<file path="src/include/adc_acq_defs.svh">
`ifndef ADC_ACQ_DEFS_SVH
`define ADC_ACQ_DEFS_SVH

////////////////////////////////
// field widths
////////////////////////////////
`define ADC_SAMPLE_W     12   // one adc sample
`define BURST_CNT_W      23   // bursts per waveform
`define WFM_CNT_W        12   // waveforms per fill
`define GAP_CNT_W        22   // idle cycles between waveforms
`define FILL_NUM_W       24   // fill number
`define CHAN_TAG_W       12   // channel info carried in headers
`define ACQ_PAYLOAD_W    128  // header or data payload
`define ACQ_TAG_W        4    // word type tag above the payload
`define PAIRS_PER_BURST  4    // sample pairs collected per data word

////////////////////////////////
// channel_tag bit positions
////////////////////////////////
`define CHAN_TAG_DUMMY_BIT       3  // 1 -> dummy counter replaces real samples
`define CHAN_TAG_RESET_MODE_BIT  4  // 1 -> dummy counter cleared every waveform

`endif

</file>
<file path="src/adc_acq_pkg.sv">
`include "adc_acq_defs.svh"

package adc_acq_pkg;

    ////////////////////////////////
    // enums
    ////////////////////////////////
    typedef enum logic [1:0] {
        FILL_NONE  = 2'd0,  // not enabled, triggers ignored
        FILL_MUON  = 2'd1,
        FILL_LASER = 2'd2,
        FILL_PED   = 2'd3
    } fill_type_e;  // value is {acq_enable1, acq_enable0}

    typedef enum logic [2:0] {
        ACQ_IDLE, ACQ_FILL_HDR, ACQ_WFM_HDR, ACQ_DATA, ACQ_GAP, ACQ_DONE
    } acq_state_e;

    typedef enum logic [`ACQ_TAG_W-1:0] {
        TAG_NONE     = 4'd0,
        TAG_FILL_HDR = 4'd1,
        TAG_WFM_HDR  = 4'd2,
        TAG_DATA     = 4'd3
    } frame_tag_e;

    ////////////////////////////////
    // packed structs
    ////////////////////////////////
    typedef struct packed {
        logic [`ADC_SAMPLE_W-1:0] second_smp;  // later sample of the pair
        logic                     second_ovr;
        logic [`ADC_SAMPLE_W-1:0] first_smp;
        logic                     first_ovr;   // bit 0
    } sample_pair_t;

    typedef struct packed {
        logic [`BURST_CNT_W-1:0] num_bursts;
        logic [`WFM_CNT_W-1:0]   num_waveforms;
        logic [`GAP_CNT_W-1:0]   waveform_gap;
    } fill_cfg_t;

    typedef struct packed {
        logic [32:0]              zero;  // pad to 128
        logic [`FILL_NUM_W-1:0]   fill_num;
        fill_type_e               fill_type;
        logic [`CHAN_TAG_W-1:0]   channel_tag;
        logic [`BURST_CNT_W-1:0]  num_bursts;
        logic [`WFM_CNT_W-1:0]    num_waveforms;
        logic [`GAP_CNT_W-1:0]    waveform_gap;
    } fill_hdr_t;

    typedef struct packed {
        logic [56:0]              zero;  // pad to 128
        logic [`FILL_NUM_W-1:0]   fill_num;
        logic [`WFM_CNT_W-1:0]    waveform_num;
        logic [`CHAN_TAG_W-1:0]   channel_tag;
        logic [`BURST_CNT_W-1:0]  num_bursts;
    } wfm_hdr_t;

    typedef struct packed {
        sample_pair_t [`PAIRS_PER_BURST-1:0] pair;  // pair[0] is the oldest
    } burst_t;

    typedef struct packed {
        frame_tag_e                tag;
        logic [`ACQ_PAYLOAD_W-1:0] payload;
    } acq_word_t;

endpackage

</file>
<file path="src/adc_fill_config.sv">
module adc_fill_config (
    input  logic                    adc_clk,
    input  logic                    dummy_dat_reset,
    input  logic                    acq_enable0,
    input  logic                    acq_enable1,
    input  logic                    trig_accept,  // fill starts at this edge
    input  adc_acq_pkg::fill_cfg_t  muon_cfg,
    input  adc_acq_pkg::fill_cfg_t  laser_cfg,
    input  adc_acq_pkg::fill_cfg_t  ped_cfg,
    output adc_acq_pkg::fill_type_e cur_type,
    output adc_acq_pkg::fill_cfg_t  cur_cfg,
    output logic                    acq_enabled
);

    adc_acq_pkg::fill_cfg_t sel_cfg;  // settings for the type selected right now

    assign cur_type    = adc_acq_pkg::fill_type_e'({acq_enable1, acq_enable0});
    assign acq_enabled = acq_enable0 | acq_enable1;  // acquisition mode, not readout

    always_comb begin
        case (cur_type)
            adc_acq_pkg::FILL_MUON:  sel_cfg = muon_cfg;
            adc_acq_pkg::FILL_LASER: sel_cfg = laser_cfg;
            adc_acq_pkg::FILL_PED:   sel_cfg = ped_cfg;
            default:                 sel_cfg = '0;  // no fill type, never latched
        endcase
    end

    // hold the settings for the whole fill so the counters see stable limits
    always_ff @(posedge adc_clk) begin
        if (dummy_dat_reset) begin
            cur_cfg <= '0;
        end else if (trig_accept) begin
            cur_cfg <= sel_cfg;  // latched only when a trigger is taken
        end
    end

endmodule

</file>
<file path="src/adc_acq_cntrs.sv">
`include "adc_acq_defs.svh"

module adc_acq_cntrs (
    input  logic                   adc_clk,
    input  logic                   dummy_dat_reset,
    input  adc_acq_pkg::fill_cfg_t cur_cfg,
    input  logic                   wfm_start,     // waveform header cycle
    input  logic                   burst_done,    // one burst sent
    input  logic                   wfm_done,      // last burst of the waveform sent
    input  logic                   fill_done,     // fill finished
    input  logic                   trig_accept,   // new fill starting
    input  logic [`FILL_NUM_W-1:0] initial_fill_num,
    input  logic                   initial_fill_num_wr,
    output logic                   burst_zero,
    output logic                   last_wfm,
    output logic                   gap_zero,
    output logic [`WFM_CNT_W-1:0]  waveform_num,
    output logic [`FILL_NUM_W-1:0] fill_num
);

    logic [`BURST_CNT_W-1:0] burst_cnt;  // bursts still to send in this waveform
    logic [`GAP_CNT_W-1:0]   gap_cnt;    // idle cycles left before the next waveform

    ////////////////////////////////
    // burst down-counter
    ////////////////////////////////
    always_ff @(posedge adc_clk) begin
        if (dummy_dat_reset) begin
            burst_cnt <= '0;
        end else if (wfm_start) begin
            burst_cnt <= cur_cfg.num_bursts;     // reload every waveform
        end else if (burst_done && !burst_zero) begin
            burst_cnt <= burst_cnt - 1'b1;
        end
    end

    assign burst_zero = (burst_cnt == '0);

    ////////////////////////////////
    // waveform up-counter
    ////////////////////////////////
    always_ff @(posedge adc_clk) begin
        if (dummy_dat_reset || trig_accept) begin
            waveform_num <= '0;                  // first waveform of a fill is 0
        end else if (wfm_done) begin
            waveform_num <= waveform_num + 1'b1;
        end
    end

    assign last_wfm = (waveform_num == cur_cfg.num_waveforms - 1'b1);

    ////////////////////////////////
    // gap down-counter
    ////////////////////////////////
    always_ff @(posedge adc_clk) begin
        if (dummy_dat_reset) begin
            gap_cnt <= '0;
        end else if (wfm_done) begin
            gap_cnt <= cur_cfg.waveform_gap;     // starts with the gap state
        end else if (!gap_zero) begin
            gap_cnt <= gap_cnt - 1'b1;
        end
    end

    assign gap_zero = (gap_cnt == '0);

    // fill number, programmed once per run and bumped after each fill
    always_ff @(posedge adc_clk) begin
        if (dummy_dat_reset) begin
            fill_num <= '0;
        end else if (initial_fill_num_wr) begin
            fill_num <= initial_fill_num;
        end else if (fill_done) begin
            fill_num <= fill_num + 1'b1;
        end
    end

endmodule

</file>
<file path="src/adc_acq_sm.sv">
`include "adc_acq_defs.svh"

module adc_acq_sm (
    input  logic                    adc_clk,
    input  logic                    dummy_dat_reset,
    input  logic                    acq_trig,
    input  adc_acq_pkg::fill_type_e cur_type,     // FILL_NONE means not enabled
    input  logic                    burst_zero,
    input  logic                    last_wfm,
    input  logic                    gap_zero,
    output logic                    trig_accept,
    output logic                    wfm_start,
    output logic                    burst_done,
    output logic                    wfm_done,
    output logic                    fill_done,
    output adc_acq_pkg::acq_state_e state,
    output logic                    sm_idle,
    output logic                    acq_done
);

    localparam int PHASE_W = $clog2(`PAIRS_PER_BURST);

    adc_acq_pkg::acq_state_e state_next;
    logic [PHASE_W-1:0]      phase;  // position of the current pair inside a burst

    ////////////////////////////////
    // strobes decoded from state
    ////////////////////////////////
    assign trig_accept = (state == adc_acq_pkg::ACQ_IDLE) && acq_trig &&
                         (cur_type != adc_acq_pkg::FILL_NONE);  // enable check lives here
    assign wfm_start   = (state == adc_acq_pkg::ACQ_WFM_HDR);
    assign burst_done  = (state == adc_acq_pkg::ACQ_DATA) &&
                         (phase == PHASE_W'(`PAIRS_PER_BURST - 1));  // every 4th data cycle
    assign wfm_done    = (state == adc_acq_pkg::ACQ_DATA) && burst_zero;
    assign fill_done   = (state == adc_acq_pkg::ACQ_DONE);
    assign acq_done    = (state == adc_acq_pkg::ACQ_DONE);  // single cycle state
    assign sm_idle     = (state == adc_acq_pkg::ACQ_IDLE);

    // burst phase, always starts from 0 since data follows a header cycle
    always_ff @(posedge adc_clk) begin
        if (dummy_dat_reset || state != adc_acq_pkg::ACQ_DATA) begin
            phase <= '0;
        end else begin
            phase <= phase + 1'b1;  // wraps after the last pair
        end
    end

    ////////////////////////////////
    // next state
    ////////////////////////////////
    always_comb begin
        state_next = state;
        case (state)
            adc_acq_pkg::ACQ_IDLE: begin
                if (trig_accept) begin
                    state_next = adc_acq_pkg::ACQ_FILL_HDR;  // late triggers never get here
                end
            end
            adc_acq_pkg::ACQ_FILL_HDR: state_next = adc_acq_pkg::ACQ_WFM_HDR;  // 1 cycle
            adc_acq_pkg::ACQ_WFM_HDR:  state_next = adc_acq_pkg::ACQ_DATA;     // 1 cycle
            adc_acq_pkg::ACQ_DATA: begin
                if (burst_zero) begin  // all bursts of this waveform are out
                    state_next = last_wfm ? adc_acq_pkg::ACQ_DONE : adc_acq_pkg::ACQ_GAP;
                end
            end
            adc_acq_pkg::ACQ_GAP: begin
                if (gap_zero) begin
                    state_next = adc_acq_pkg::ACQ_WFM_HDR;  // next waveform
                end
            end
            adc_acq_pkg::ACQ_DONE: state_next = adc_acq_pkg::ACQ_IDLE;
            default:               state_next = adc_acq_pkg::ACQ_IDLE;
        endcase
    end

    always_ff @(posedge adc_clk) begin
        if (dummy_dat_reset) begin
            state <= adc_acq_pkg::ACQ_IDLE;
        end else begin
            state <= state_next;
        end
    end

endmodule

</file>
<file path="src/adc_sample_pipe.sv">
`include "adc_acq_defs.svh"

module adc_sample_pipe (
    input  logic                      adc_clk,
    input  logic                      dummy_dat_reset,
    input  adc_acq_pkg::sample_pair_t adc_sample,   // packed pair, every cycle
    input  logic [`CHAN_TAG_W-1:0]    channel_tag,
    input  logic                      wfm_start,
    output adc_acq_pkg::burst_t       burst
);

    logic [`ADC_SAMPLE_W-1:0]  dummy_cnt;
    logic [`ADC_SAMPLE_W-1:0]  dummy_val;  // counter value offered this cycle
    logic                      wfm_clear;
    adc_acq_pkg::sample_pair_t new_pair;

    // in reset mode the waveform header cycle already offers 0, so the first
    // burst of each waveform holds 0,1,2,3
    assign wfm_clear = wfm_start && channel_tag[`CHAN_TAG_RESET_MODE_BIT];
    assign dummy_val = wfm_clear ? '0 : dummy_cnt;

    always_ff @(posedge adc_clk) begin
        if (dummy_dat_reset) begin
            dummy_cnt <= '0;
        end else begin
            dummy_cnt <= dummy_val + 1'b1;  // free-runs between clears
        end
    end

    ////////////////////////////////
    // real / dummy select
    ////////////////////////////////
    always_comb begin
        if (channel_tag[`CHAN_TAG_DUMMY_BIT]) begin
            new_pair.second_smp = ~dummy_val;  // inverted counter
            new_pair.second_ovr = 1'b0;
            new_pair.first_smp  = dummy_val;   // normal counter
            new_pair.first_ovr  = 1'b0;
        end else begin
            new_pair = adc_sample;
        end
    end

    // pair[3] is the input register, older pairs shift down toward pair[0]
    always_ff @(posedge adc_clk) begin
        burst.pair <= {new_pair, burst.pair[`PAIRS_PER_BURST-1:1]};
    end

endmodule

</file>
<file path="src/adc_frame_mux.sv">
`include "adc_acq_defs.svh"

module adc_frame_mux (
    input  logic                    adc_clk,
    input  logic                    dummy_dat_reset,
    input  adc_acq_pkg::acq_state_e state,
    input  logic                    burst_done,
    input  adc_acq_pkg::burst_t     burst,
    input  adc_acq_pkg::fill_cfg_t  cur_cfg,
    input  adc_acq_pkg::fill_type_e cur_type,
    input  logic [`CHAN_TAG_W-1:0]  channel_tag,
    input  logic [`WFM_CNT_W-1:0]   waveform_num,
    input  logic [`FILL_NUM_W-1:0]  fill_num,
    output adc_acq_pkg::acq_word_t  acq_out,
    output logic                    acq_out_valid
);

    adc_acq_pkg::fill_hdr_t fill_hdr;
    adc_acq_pkg::wfm_hdr_t  wfm_hdr;
    adc_acq_pkg::acq_word_t word;  // word for the next edge
    logic                   word_valid;

    always_comb begin
        fill_hdr               = '0;
        fill_hdr.fill_num      = fill_num;
        fill_hdr.fill_type     = cur_type;
        fill_hdr.channel_tag   = channel_tag;
        fill_hdr.num_bursts    = cur_cfg.num_bursts;
        fill_hdr.num_waveforms = cur_cfg.num_waveforms;
        fill_hdr.waveform_gap  = cur_cfg.waveform_gap;

        wfm_hdr              = '0;
        wfm_hdr.fill_num     = fill_num;
        wfm_hdr.waveform_num = waveform_num;
        wfm_hdr.channel_tag  = channel_tag;
        wfm_hdr.num_bursts   = cur_cfg.num_bursts;
    end

    ////////////////////////////////
    // word select
    ////////////////////////////////
    always_comb begin
        word.tag     = adc_acq_pkg::TAG_NONE;
        word.payload = `ACQ_PAYLOAD_W'(burst);  // data, 24 zero bits on top
        word_valid   = 1'b0;
        if (state == adc_acq_pkg::ACQ_FILL_HDR) begin
            word.tag     = adc_acq_pkg::TAG_FILL_HDR;
            word.payload = fill_hdr;
            word_valid   = 1'b1;
        end else if (state == adc_acq_pkg::ACQ_WFM_HDR) begin
            word.tag     = adc_acq_pkg::TAG_WFM_HDR;
            word.payload = wfm_hdr;
            word_valid   = 1'b1;
        end else if (burst_done) begin
            word.tag   = adc_acq_pkg::TAG_DATA;  // burst complete this cycle
            word_valid = 1'b1;
        end
    end

    always_ff @(posedge adc_clk) begin
        if (dummy_dat_reset) begin
            acq_out.tag   <= adc_acq_pkg::TAG_NONE;
            acq_out_valid <= 1'b0;
        end else begin
            acq_out.tag   <= word.tag;
            acq_out_valid <= word_valid;  // one cycle per word, no back-pressure
        end
        acq_out.payload <= word.payload;
    end

endmodule

</file>
<file path="src/adc_acq_top.sv">
`include "adc_acq_defs.svh"

module adc_acq_top (
    input  logic                      adc_clk,
    input  logic                      dummy_dat_reset,
    input  adc_acq_pkg::sample_pair_t adc_sample,
    input  logic [`CHAN_TAG_W-1:0]    channel_tag,
    input  adc_acq_pkg::fill_cfg_t    muon_cfg,
    input  adc_acq_pkg::fill_cfg_t    laser_cfg,
    input  adc_acq_pkg::fill_cfg_t    ped_cfg,
    input  logic [`FILL_NUM_W-1:0]    initial_fill_num,
    input  logic                      initial_fill_num_wr,  // already on adc_clk
    input  logic                      acq_enable0,
    input  logic                      acq_enable1,
    input  logic                      acq_trig,
    output logic                      acq_enabled,
    output logic [`FILL_NUM_W-1:0]    fill_num,
    output adc_acq_pkg::acq_word_t    acq_out,
    output logic                      acq_out_valid,
    output logic                      acq_done,
    output logic                      sm_idle
);

    adc_acq_pkg::fill_cfg_t  cur_cfg;
    adc_acq_pkg::fill_type_e cur_type;
    adc_acq_pkg::acq_state_e state;
    adc_acq_pkg::burst_t     burst;
    logic                    trig_accept, wfm_start, burst_done, wfm_done, fill_done;
    logic                    burst_zero, last_wfm, gap_zero;
    logic [`WFM_CNT_W-1:0]   waveform_num;

    ////////////////////////////////
    // configuration
    ////////////////////////////////
    adc_fill_config u_fill_config (
        .adc_clk(adc_clk), .dummy_dat_reset(dummy_dat_reset),
        .acq_enable0(acq_enable0), .acq_enable1(acq_enable1),
        .trig_accept(trig_accept),
        .muon_cfg(muon_cfg), .laser_cfg(laser_cfg), .ped_cfg(ped_cfg),
        .cur_type(cur_type), .cur_cfg(cur_cfg), .acq_enabled(acq_enabled)
    );

    // counters and sequencer
    adc_acq_cntrs u_cntrs (
        .adc_clk(adc_clk), .dummy_dat_reset(dummy_dat_reset), .cur_cfg(cur_cfg),
        .wfm_start(wfm_start), .burst_done(burst_done), .wfm_done(wfm_done),
        .fill_done(fill_done), .trig_accept(trig_accept),
        .initial_fill_num(initial_fill_num), .initial_fill_num_wr(initial_fill_num_wr),
        .burst_zero(burst_zero), .last_wfm(last_wfm), .gap_zero(gap_zero),
        .waveform_num(waveform_num), .fill_num(fill_num)
    );

    adc_acq_sm u_sm (
        .adc_clk(adc_clk), .dummy_dat_reset(dummy_dat_reset), .acq_trig(acq_trig),
        .cur_type(cur_type), .burst_zero(burst_zero), .last_wfm(last_wfm),
        .gap_zero(gap_zero), .trig_accept(trig_accept), .wfm_start(wfm_start),
        .burst_done(burst_done), .wfm_done(wfm_done), .fill_done(fill_done),
        .state(state), .sm_idle(sm_idle), .acq_done(acq_done)
    );

    ////////////////////////////////
    // sample chain and formatter
    ////////////////////////////////
    adc_sample_pipe u_sample_pipe (
        .adc_clk(adc_clk), .dummy_dat_reset(dummy_dat_reset), .adc_sample(adc_sample),
        .channel_tag(channel_tag), .wfm_start(wfm_start), .burst(burst)
    );

    adc_frame_mux u_frame_mux (
        .adc_clk(adc_clk), .dummy_dat_reset(dummy_dat_reset), .state(state),
        .burst_done(burst_done), .burst(burst), .cur_cfg(cur_cfg), .cur_type(cur_type),
        .channel_tag(channel_tag), .waveform_num(waveform_num), .fill_num(fill_num),
        .acq_out(acq_out), .acq_out_valid(acq_out_valid)
    );

endmodule

</file>
<file path="config.mk">
export PLATFORM = sky130hd
export DESIGN_NAME = adc_acq_top
export DESIGN_NICKNAME = d
export VERILOG_FILES = /design/src/adc_acq_pkg.sv /design/src/adc_fill_config.sv /design/src/adc_acq_cntrs.sv /design/src/adc_acq_sm.sv /design/src/adc_sample_pipe.sv /design/src/adc_frame_mux.sv /design/src/adc_acq_top.sv
export VERILOG_INCLUDE_DIRS = /design/src /design/src/include
export SDC_FILE = /design/constraint.sdc
export NUM_CORES = 1
export LEC_CHECK = 0
export BUFFER_PORTS_ARGS = -buffer_cell sky130_fd_sc_hd__buf_2
export CAP_MARGIN = 20
export CORE_MARGIN = 2
export CORE_UTILIZATION = 48
export DETAILED_ROUTE_END_ITERATION = 10
export PLACE_DENSITY_LB_ADDON = 0.08
export SKIP_LAST_GASP = 1
export SLEW_MARGIN = 20
export SYNTH_ARGS = -nofsm -noshare
export SYNTH_HDL_FRONTEND = slang
export SYNTH_SLANG_ARGS = --single-unit
</file>
<file path="constraint.sdc">
create_clock -name adc_clk -period 2.39 [get_ports adc_clk]
set_input_delay 0 -clock adc_clk [delete_from_list [all_inputs] [get_ports adc_clk]]
set_output_delay 0 -clock adc_clk [all_outputs]
set_load 0.1 [all_outputs]
</file>
-- Word-level counts from Yosys, hierarchy flattened
Index checks and enable logic that the tools add are counted.
Widths: inputs -> output; s select.
- $add $sub $neg: 7
- multipliers: 0
- divide/modulo/power cells: 0
- magnitude comparators: 0
- equal/unequal tests: 15
- shift operators: 0
- mux-type cells: 21
- bitwise gates (word level): 2
- reductions and logical operators: 19
- operator list (cell ; number):
    $pmux 57 s3 ; 1
    $mux 129 ; 1
    $mux 104 ; 1
    $mux 24 ; 2
    $mux 23 ; 2
    $mux 22 ; 2
    $mux 26 ; 1
    $add 12x1->12 const B ; 2
    $add 24x1->24 const B ; 1
    $logic_not 23->1 ; 1
    $sub 23x1->23 const B ; 1
    $logic_not 22->1 ; 1
    $sub 22x1->22 const B ; 1
    $pmux 3 s5 ; 1
    $eq 12x12->1 ; 1
    $mux 12 ; 1
    $not 12->12 ; 1
    $sub 12x1->12 const B ; 1
    $mux 3 ; 3
    $eq 2x2->1 const B ; 3
    $eq 3x2->1 const B ; 2
    $eq 3x3->1 const B ; 2
    $logic_and 1x1->1 ; 6
    $reduce_bool 2->1 ; 3
    other kinds (15) ; 23
- register bits after elaboration: 392
- bits in latches: 0
- memory bits (writable): 0
- ROM bits: 0
- input bits: 239
- output and inout bits: 160
- logic and storage cells: 97
- memories: 0

-- Logic depth before layout (Yosys ltp)
Gate-level depths: netlist of run 1.
- word-level depth: 5
- mapped depth: 10
- gate-level depth less buffers: 8

-- Modules after synthesis
From an unflattened synthesis of run 1, not the netlist that was laid out.
- cells, all modules: 1897
- area total of the unflattened synthesis: 17075.1 µm²
- modules (own cells, without submodules) (module ; instances ; cells an instance ; area each (µm²) ; sequential area each (µm²)):
    adc_frame_mux ; 1 ; 682 ; 6010.8 ; 2142.1
    adc_acq_cntrs ; 1 ; 583 ; 4734.5 ; 1621.6
    adc_fill_config ; 1 ; 383 ; 3126.7 ; 1141.1
    adc_sample_pipe ; 1 ; 217 ; 2917.8 ; 2322.2
    adc_acq_sm ; 1 ; 32 ; 285.3 ; 100.1

-- Worst setup path before layout of run 1
Ideal clock, no wire load.
- path kind: reg-to-reg
- start point: register u_sm.state[0]
- end point: register, netlist name u_fill_config.cur_cfg[24]
- library setup time: 0.086 ns
- data arrival time: 3.951 ns
- required time: 2.304 ns
- slack: -1.647 ns
- cell stages (with the launch flop): 9
- buffers on the path: 4
- clock period less this slack: 4.037 ns
- cells stage by stage: dfxtp_1 > clkbuf_1 > nor3_1 > and3_1 > clkbuf_1 > clkbuf_1 > clkbuf_1 > nor2_1 > a211oi_1
- word-level cells in the longest chain between the ends: 3
- ends and longest elaborated chain (item ; line ; text):
    start: declaration ; adc_acq_sm.sv:16 ; output adc_acq_pkg::acq_state_e state,
    start signal: assignment ; adc_acq_sm.sv:78 ; state <= adc_acq_pkg::ACQ_IDLE;
    start signal: assignment ; adc_acq_sm.sv:80 ; state <= state_next;
    $logic_not 3->1 ; -- ;
    net sm_idle ; adc_acq_top.sv:21 ; output logic sm_idle
    $logic_and 1x1->1 (2 in series) ; adc_acq_sm.sv:29 ; assign trig_accept = (state == adc_acq_pkg::ACQ_IDLE) && acq_trig &&
The timed path passes the listed nets, and every way through them passes these cells.
A chain may end at the register's enable or synchronous reset.

-- Final worst setup path of run 1
- start point: register u_cntrs.burst_cnt[9]
- end point: register u_cntrs.waveform_num[6]
- word-level cells in the longest chain between the ends: 2
- ends and longest elaborated chain (item ; line ; text):
    start: declaration ; adc_acq_cntrs.sv:21 ; logic [`BURST_CNT_W-1:0] burst_cnt;
    start signal: assignment ; adc_acq_cntrs.sv:31 ; burst_cnt <= cur_cfg.num_bursts;
    start signal: assignment ; adc_acq_cntrs.sv:33 ; burst_cnt <= burst_cnt - 1'b1;
    $logic_not 23->1 ; adc_acq_cntrs.sv:37 ; assign burst_zero = (burst_cnt == '0);
    $logic_and 1x1->1 ; adc_acq_sm.sv:34 ; assign wfm_done = (state == adc_acq_pkg::ACQ_DATA) && burst_zero;
    end signal: assignment ; adc_acq_cntrs.sv:46 ; waveform_num <= waveform_num + 1'b1;
    end: declaration ; adc_acq_cntrs.sv:17 ; output logic [`WFM_CNT_W-1:0] waveform_num,
Every way passes these cells.

==> reports/results.ini, run 1 <==
[global_route]
grt_pass1_wl_um = 80700
grt_max_degree = 97
antenna_found_initial = 2
track_usage = 0.318
grt_overflow_total = 0
grt_pass1_vias = 14200

[sta]
fmax_mhz = 432
final-setup-viol-count = 0
hold_ws_ns = 0.000873
clock_skew_ns = 0.0113
rsz0062_at_grt = yes
tightest_slew_ns = 0.575
period_needed_ns = 2.31
slew_headroom = 0.617
drv_slew = 0
hold_viol_final = 0
fin_crit_sh = 0.968

[yosys]
syn-cell-area_sq_um = 14800
yosysUniqueCellTypes = 73
ys_ff_latch = 366
synth_edf_count = 0
yosysWarnings = 0
netlist_instances = 1594
ys.flop_type = dfxtp_1
yosysSeqAreaShare = 0.495
synth_area_per_cell_sq_um = 9.28
synthArstFlopShare = 0

[clocking]
cts.htree.levels = 2
clock_path_buffers = 3
cts_tree = done
cts_buffers = 38
insertion_delay_ns = 0.53
clk_pin_slew_ns = 0.06
cts_root_buf = clkbuf_16
cts.sink_count = 366

[floorplan]
die_w_um = 180
die_y_um = 180
die_area_sq_um = 32200
start_util = 0.485
core_area_sq_um = 30500
rows = 64
io_pins = 399

[worst_setup_path]
r2r-start = u_cntrs.burst_cnt[9]
crit_path_end_kind = flip-flop
cp.required_ns = 2.80
startpoint = u_cntrs.burst_cnt[9]
worst-setup-path-type = flip-flop to flip-flop
start_kind = flip-flop
crit_arrival_ns = 2.72
cp_max_fo = 5

[finish]
layout_common_cells = 371 x buf_2, 353 x dfxtp_1, 210 x nand2_1
diodes = 0
final_nets = 2354
final_layout_size_suffix_gt1_frac = 0.285
finalNonFillerCells = 2533
final_core_util = 0.660
area_growth_pct = 36.0
mostFrequentLayoutCell = buf_2

[power]
seq_power_share = 0.374
power_density_nw_per_um2 = 976
total_leakage_power_nw = 8.77
ir_worst_vdd_v = 0.000757
p_int_w = 0.0122
p_sw_w = 0.00747
clkPwrFrac = 0.313
p_comb_frac = 0.313
switching_share = 0.380

[placement]
port_buffers = 372
place_inst = 2310
place_hpwl_um = 38000
place.gp.congestion = 0.895

[hold_path]
min_from = muon_cfg[14]
min_path_type = primary input to flip-flop

[drt]
avgViaCountPerCell = 5.60
drt_iter0_markers = 1221
ant_nets = 0
wl_per_cell_um = 20.9
drc_errors = 0
drt_wl_total_um = 53000
firstDrtPassIters = 6
via_count = 14200

[run]
maxCapViolations = 0

[run_status]
status = finished, final reports clean

per-stage QoR:
stage	instance area (sq um)	worst slack [ns]	power, W	setup TNS, ns
detailed placement	17200	0.00929	0.0133	0
CTS	20000	0.0333	0.0196	0
finish	20100	0.0762	0.0196	0
global route	20100	-0.0284	0.0204	-0.0529
global placement	17200	0.0906	0.0132	0
floorplan	14900	0.00613	0.0118	0
critical path, stage by stage (launching register included):
cell     delay [ns]
dfxtp_1        0.34
or4_4          0.58
or4_4          0.57
buf_4          0.18
nor4_2         0.31
xnor2_1        0.17
nor2_1         0.05
registers in the layout (all words and copies together) (netlist names):
name                       cells
u_sm.state                     3
u_cntrs.fill_num              24
u_frame_mux.acq_out          106
u_sm.phase                     2
u_frame_mux.acq_out_valid      1
u_cntrs.burst_cnt             23
u_cntrs.gap_cnt               22
u_fill_config.cur_cfg         57
u_sample_pipe.dummy_cnt       12
u_cntrs.waveform_num          12
u_sample_pipe.burst          104
cell families after synthesis:
logic type / share of synthesized area
other: 0.000253
flip-flops: 0.495
adder cells (fa/ha/maj): 0.00592
AND/OR/NAND/NOR: 0.171
AO/OA/AOI/OAI: 0.186
XOR/XNOR: 0.0450
buffers and inverters: 0.0508
multiplexers: 0.0462
cells in the mapped netlist (all sizes together), types with 4 or more instances:
master	count	area, sq um
a211o	5	43.8
a211oi	89	673
a21oi	36	180
a22o	24	210
a22oi	123	923
a2bb2oi	4	35.0
a311oi	8	70.1
a31oi	12	75.1
and2	15	93.8
and3	9	56.3
buf	43	270
clkbuf	101	380
dfxtp	366	7330
ha	7	87.6
inv	27	101
mux2	58	653
nand2	210	788
nand3	34	175
nand4	24	165
nand4b	4	35.0
nor2	146	551
nor2b	6	37.5
nor3	28	151
nor4	22	153
o211ai	6	45.0
o21a	12	90.1
o21ai	23	115
o2bb2ai	6	52.6
o31ai	6	58.8
or2	5	31.3
or3	13	81.3
or4	10	82.6
xnor2	34	298
xor2	42	368
power groups by stage:
stage	sequential [W]	combinational [W]	clock, W
2_1_floorplan	0.00956	0.00223	0
3_5_place_dp	0.00745	0.00582	0
5_1_grt	0.00741	0.00649	0.00646
4_1_cts	0.00733	0.00605	0.00622
6_report	0.00735	0.00615	0.00614
3_3_place_gp	0.00745	0.00577	0
routing by layer:
metal | vias up | track usage | part of all wire
li1 | 6690 | - | -
met5 | - | 0 | 0
met1 | 6805 | 0.406 | 0.41
met2 | 573 | 0.524 | 0.47
met3 | 122 | 0.0598 | 0.071
met4 | 0 | 0.139 | 0.046
path summary, 6_finish.rpt:
| path | slack, ns | to | cells after the start |
|---|---|---|---|
| worst min register to register | 0.34 | u_sample_pipe.burst[5] | 0 |
| worst min-delay path | 0.0009 | u_fill_config.cur_cfg[14] | 4 |
| worst max register to register | 0.08 | u_cntrs.waveform_num[6] | 6 |
| worst max-delay path | 0.08 | u_cntrs.waveform_num[6] | 6 |
final cells by class:
type / instances / area, sq um
fillers: 2528 / 10400
clock inverters: 15 / 206
multi-input cells: 1083 / 6910
repair buffers: 592 / 3960
inverters: 27 / 101
flip-flops and latches: 366 / 7340
clock buffers: 54 / 1110
well taps: 396 / 495
what timing repair did:
action | in CTS | in global routing
resized for setup | 1 | 6
endpoints found under the hold margin | 133 | 0
pin swaps | 0 | 3
hold buffers | 148 | 0
gates cloned | 0 | 1
setup endpoints to repair | 2 | 29
buffers inserted | 0 | 5
Power figures use the tool's default switching activity.
==> run 2: changes to the inputs <==
--- a/config.mk
+++ b/config.mk
@@ -12,6 +12,7 @@
 export CORE_UTILIZATION = 48
 export DETAILED_ROUTE_END_ITERATION = 10
 export PLACE_DENSITY_LB_ADDON = 0.08
+export SETUP_SLACK_MARGIN = 0.5
 export SKIP_LAST_GASP = 1
 export SLEW_MARGIN = 20
 export SYNTH_ARGS = -nofsm -noshare
==> run 2 against run 1 <==
The run now ends with negative hold slack left. Worst setup slack better by 0.071 ns. Sequential share of layout area down 1.4 points. Clock power down 3%. Die area unchanged.
==> reports/results.ini, run 2 (synthesized netlist as in run 1, its figures left out) <==
[floorplan]
io_pins = 399  ; unchanged
die_area_sq_um = 32200  ; unchanged
core_area_sq_um = 30500  ; unchanged
die_w_um = 180  ; unchanged
start_util = 0.485  ; unchanged
die_y_um = 180  ; unchanged
rows = 64  ; unchanged

[worst_setup_path]
cp_num_buf_inv = 2  ; was 1
crit_path_frequent_cell = or4_4  ; unchanged
cp_cell_sequence = or4_4, or4_4, o31ai_4, buf_4, buf_6, or4_4, a31oi_1  ; was or4_4, or4_4, buf_4, nor4_2, xnor2_1, nor2_1
cp_max_fo = 4  ; was 5
slowest_stage = or4_4  ; unchanged
crit_arrival_ns = 2.65  ; was 2.72 ns
crit_path_max_incr_delay_ns = 0.58  ; about the same
crit_family = simple AND/OR/NAND/NOR gates  ; unchanged
cp.required_ns = 2.80  ; about the same
crit_path_end_kind = flip-flop  ; unchanged
worst-setup-path-type = flip-flop to flip-flop  ; unchanged
start_kind = flip-flop  ; unchanged

[finish]
largestRegisters = u_frame_mux.acq_out x106, u_sample_pipe.burst x104, u_fill_config.cur_cfg x57  ; unchanged
largest_reg_flops = 106  ; unchanged
finalNonFillerCells = 2558  ; was 2533
final_layout_size_suffix_gt1_frac = 0.344  ; was 0.285
mostFrequentLayoutCell = buf_2  ; unchanged
final_core_util = 0.692  ; was 0.660
largest-register = u_frame_mux.acq_out  ; unchanged
area_growth_pct = 42.7  ; was 36.0%
layout_common_cells = 370 x buf_2, 335 x dfxtp_1, 206 x nand2_1  ; was 371 x buf_2, 353 x dfxtp_1, 210 x nand2_1
final_nets = 2379  ; was 2354

[global_route]
grt_pass1_wl_um = 81200  ; was 80700 um
grt_max_degree = 75  ; was 97
grt_overflow_total = 0  ; unchanged
antenna_found_initial = 1  ; was 2
track_usage = 0.318  ; about the same
grt_pass1_vias = 14100  ; was 14200

[sta]
hold_ws_ns = -0.00580  ; was 0.000873 ns
clock_skew_ns = 0.0152  ; was 0.0113 ns
rsz0062_at_grt = yes  ; unchanged
period_needed_ns = 2.24  ; was 2.31 ns
fin_crit_sh = 0.939  ; was 0.968
fmax_mhz = 446  ; was 432 MHz
tns_ns = 0  ; unchanged
hold_viol_final = 2  ; was 0
tightest_slew_ns = 0.551  ; was 0.575 ns
drv_slew = 0  ; unchanged
final-setup-viol-count = 0  ; unchanged
slew_headroom = 0.632  ; was 0.617

[clocking]
cts_root_buf = clkbuf_16  ; unchanged
cts_buffers = 39  ; was 38
clk_pin_slew_ns = 0.06  ; about the same
cts_tree = done  ; unchanged
clock_path_buffers = 3  ; unchanged
cts.sink_count = 366  ; unchanged
insertion_delay_ns = 0.54  ; was 0.53 ns
cts.htree.levels = 2  ; unchanged

[drt]
via_count = 14500  ; was 14200
drt_wl_total_um = 53800  ; was 53000 um
ant_nets = 0  ; unchanged
wl_per_cell_um = 21.0  ; was 20.9 um
drt_iter0_markers = 1092  ; was 1221
avgViaCountPerCell = 5.66  ; was 5.60
drc_errors = 0  ; unchanged
firstDrtPassIters = 5  ; was 6

[hold_path]
min_path_type = primary input to flip-flop  ; unchanged

[placement]
port_buffers = 372  ; unchanged
place_hpwl_um = 36600  ; was 38000 um
place_inst = 2298  ; was 2310
place.gp.congestion = 0.902  ; was 0.895

[run]
maxCapViolations = 0  ; unchanged

[run_status]
violations = negative hold slack
status = finished with violations  ; was finished, final reports clean

[power]
total_leakage_power_nw = 9.06  ; was 8.77 nW
ir_worst_vdd_v = 0.000747  ; was 0.000757 V
power_density_nw_per_um2 = 948  ; was 976 nW/um^2

==> run 2: what timing repair did <==
item / 4_1_cts / 5_1_grt
pin swaps: 48 / 46
hold endpoints to repair: 140 / 0
setup buffers: 31 / 15
hold buffers: 135 / 0
gates cloned: 8 / 1
resized for setup: 69 / 46
endpoints found under the setup margin: 125 / 87
==> run 2: worst paths after layout <==
path,slack (ns),to,from,cells after the start
max,0.15,u_cntrs.burst_cnt[3],u_cntrs.burst_cnt[9],7
max reg2reg,0.15,u_cntrs.burst_cnt[3],u_cntrs.burst_cnt[9],7
min,-0.006,u_fill_config.cur_cfg[19],ped_cfg[19],4
min reg2reg,0.35,u_sample_pipe.burst[72],u_sample_pipe.burst[98],0
==> run 2: routing by layer <==
metal	track usage	part of all wire	vias to the layer above
met1	0.414	0.41	6897
met3	0.0553	0.069	141
met4	0.135	0.047	0
li1	-	-	6765
met2	0.522	0.47	667
met5	0	0	-
==> run 2: through the flow <==
stage	power, W	cell area [sq um]	hold WS, ns	setup WS, ns
3_3_place_gp	0.0134	17500	0.197	0.122
2_1_floorplan	0.0120	15400	0.110	0.132
3_5_place_dp	0.0134	17500	0.199	0.0837
6_report	0.0200	21100	-0.00580	0.147
5_1_grt	0.0208	21100	0.0234	0.0949
4_1_cts	0.0199	20800	0.000359	0.150
==> run 2: where the power goes <==
part / switching [W] / internal, W / total [W]
registers: 0.000584 / 0.00677 / 0.00736
logic: 0.00470 / 0.00201 / 0.00672
clock network: 0.00244 / 0.00351 / 0.00595
==> run 2: worst register-to-register path, stage by stage (launching register included) <==
cell and delay, ns:
dfxtp_2 0.32, or4_4 0.58, or4_4 0.56, o31ai_4 0.23
buf_4 0.16, buf_6 0.10, or4_4 0.10, a31oi_1 0.07
==> run 2: layout make-up <==
type / count / area (sq um)
Inverter: 27 / 104
Multi-Input combinational cell: 1085 / 7510
Fill cell: 2382 / 9390
Clock buffer: 59 / 1170
Timing Repair Buffer: 614 / 4320
Tap cell: 396 / 495
Clock inverter: 10 / 104
Antenna cell: 1 / 2.50
Sequential cell: 366 / 7400
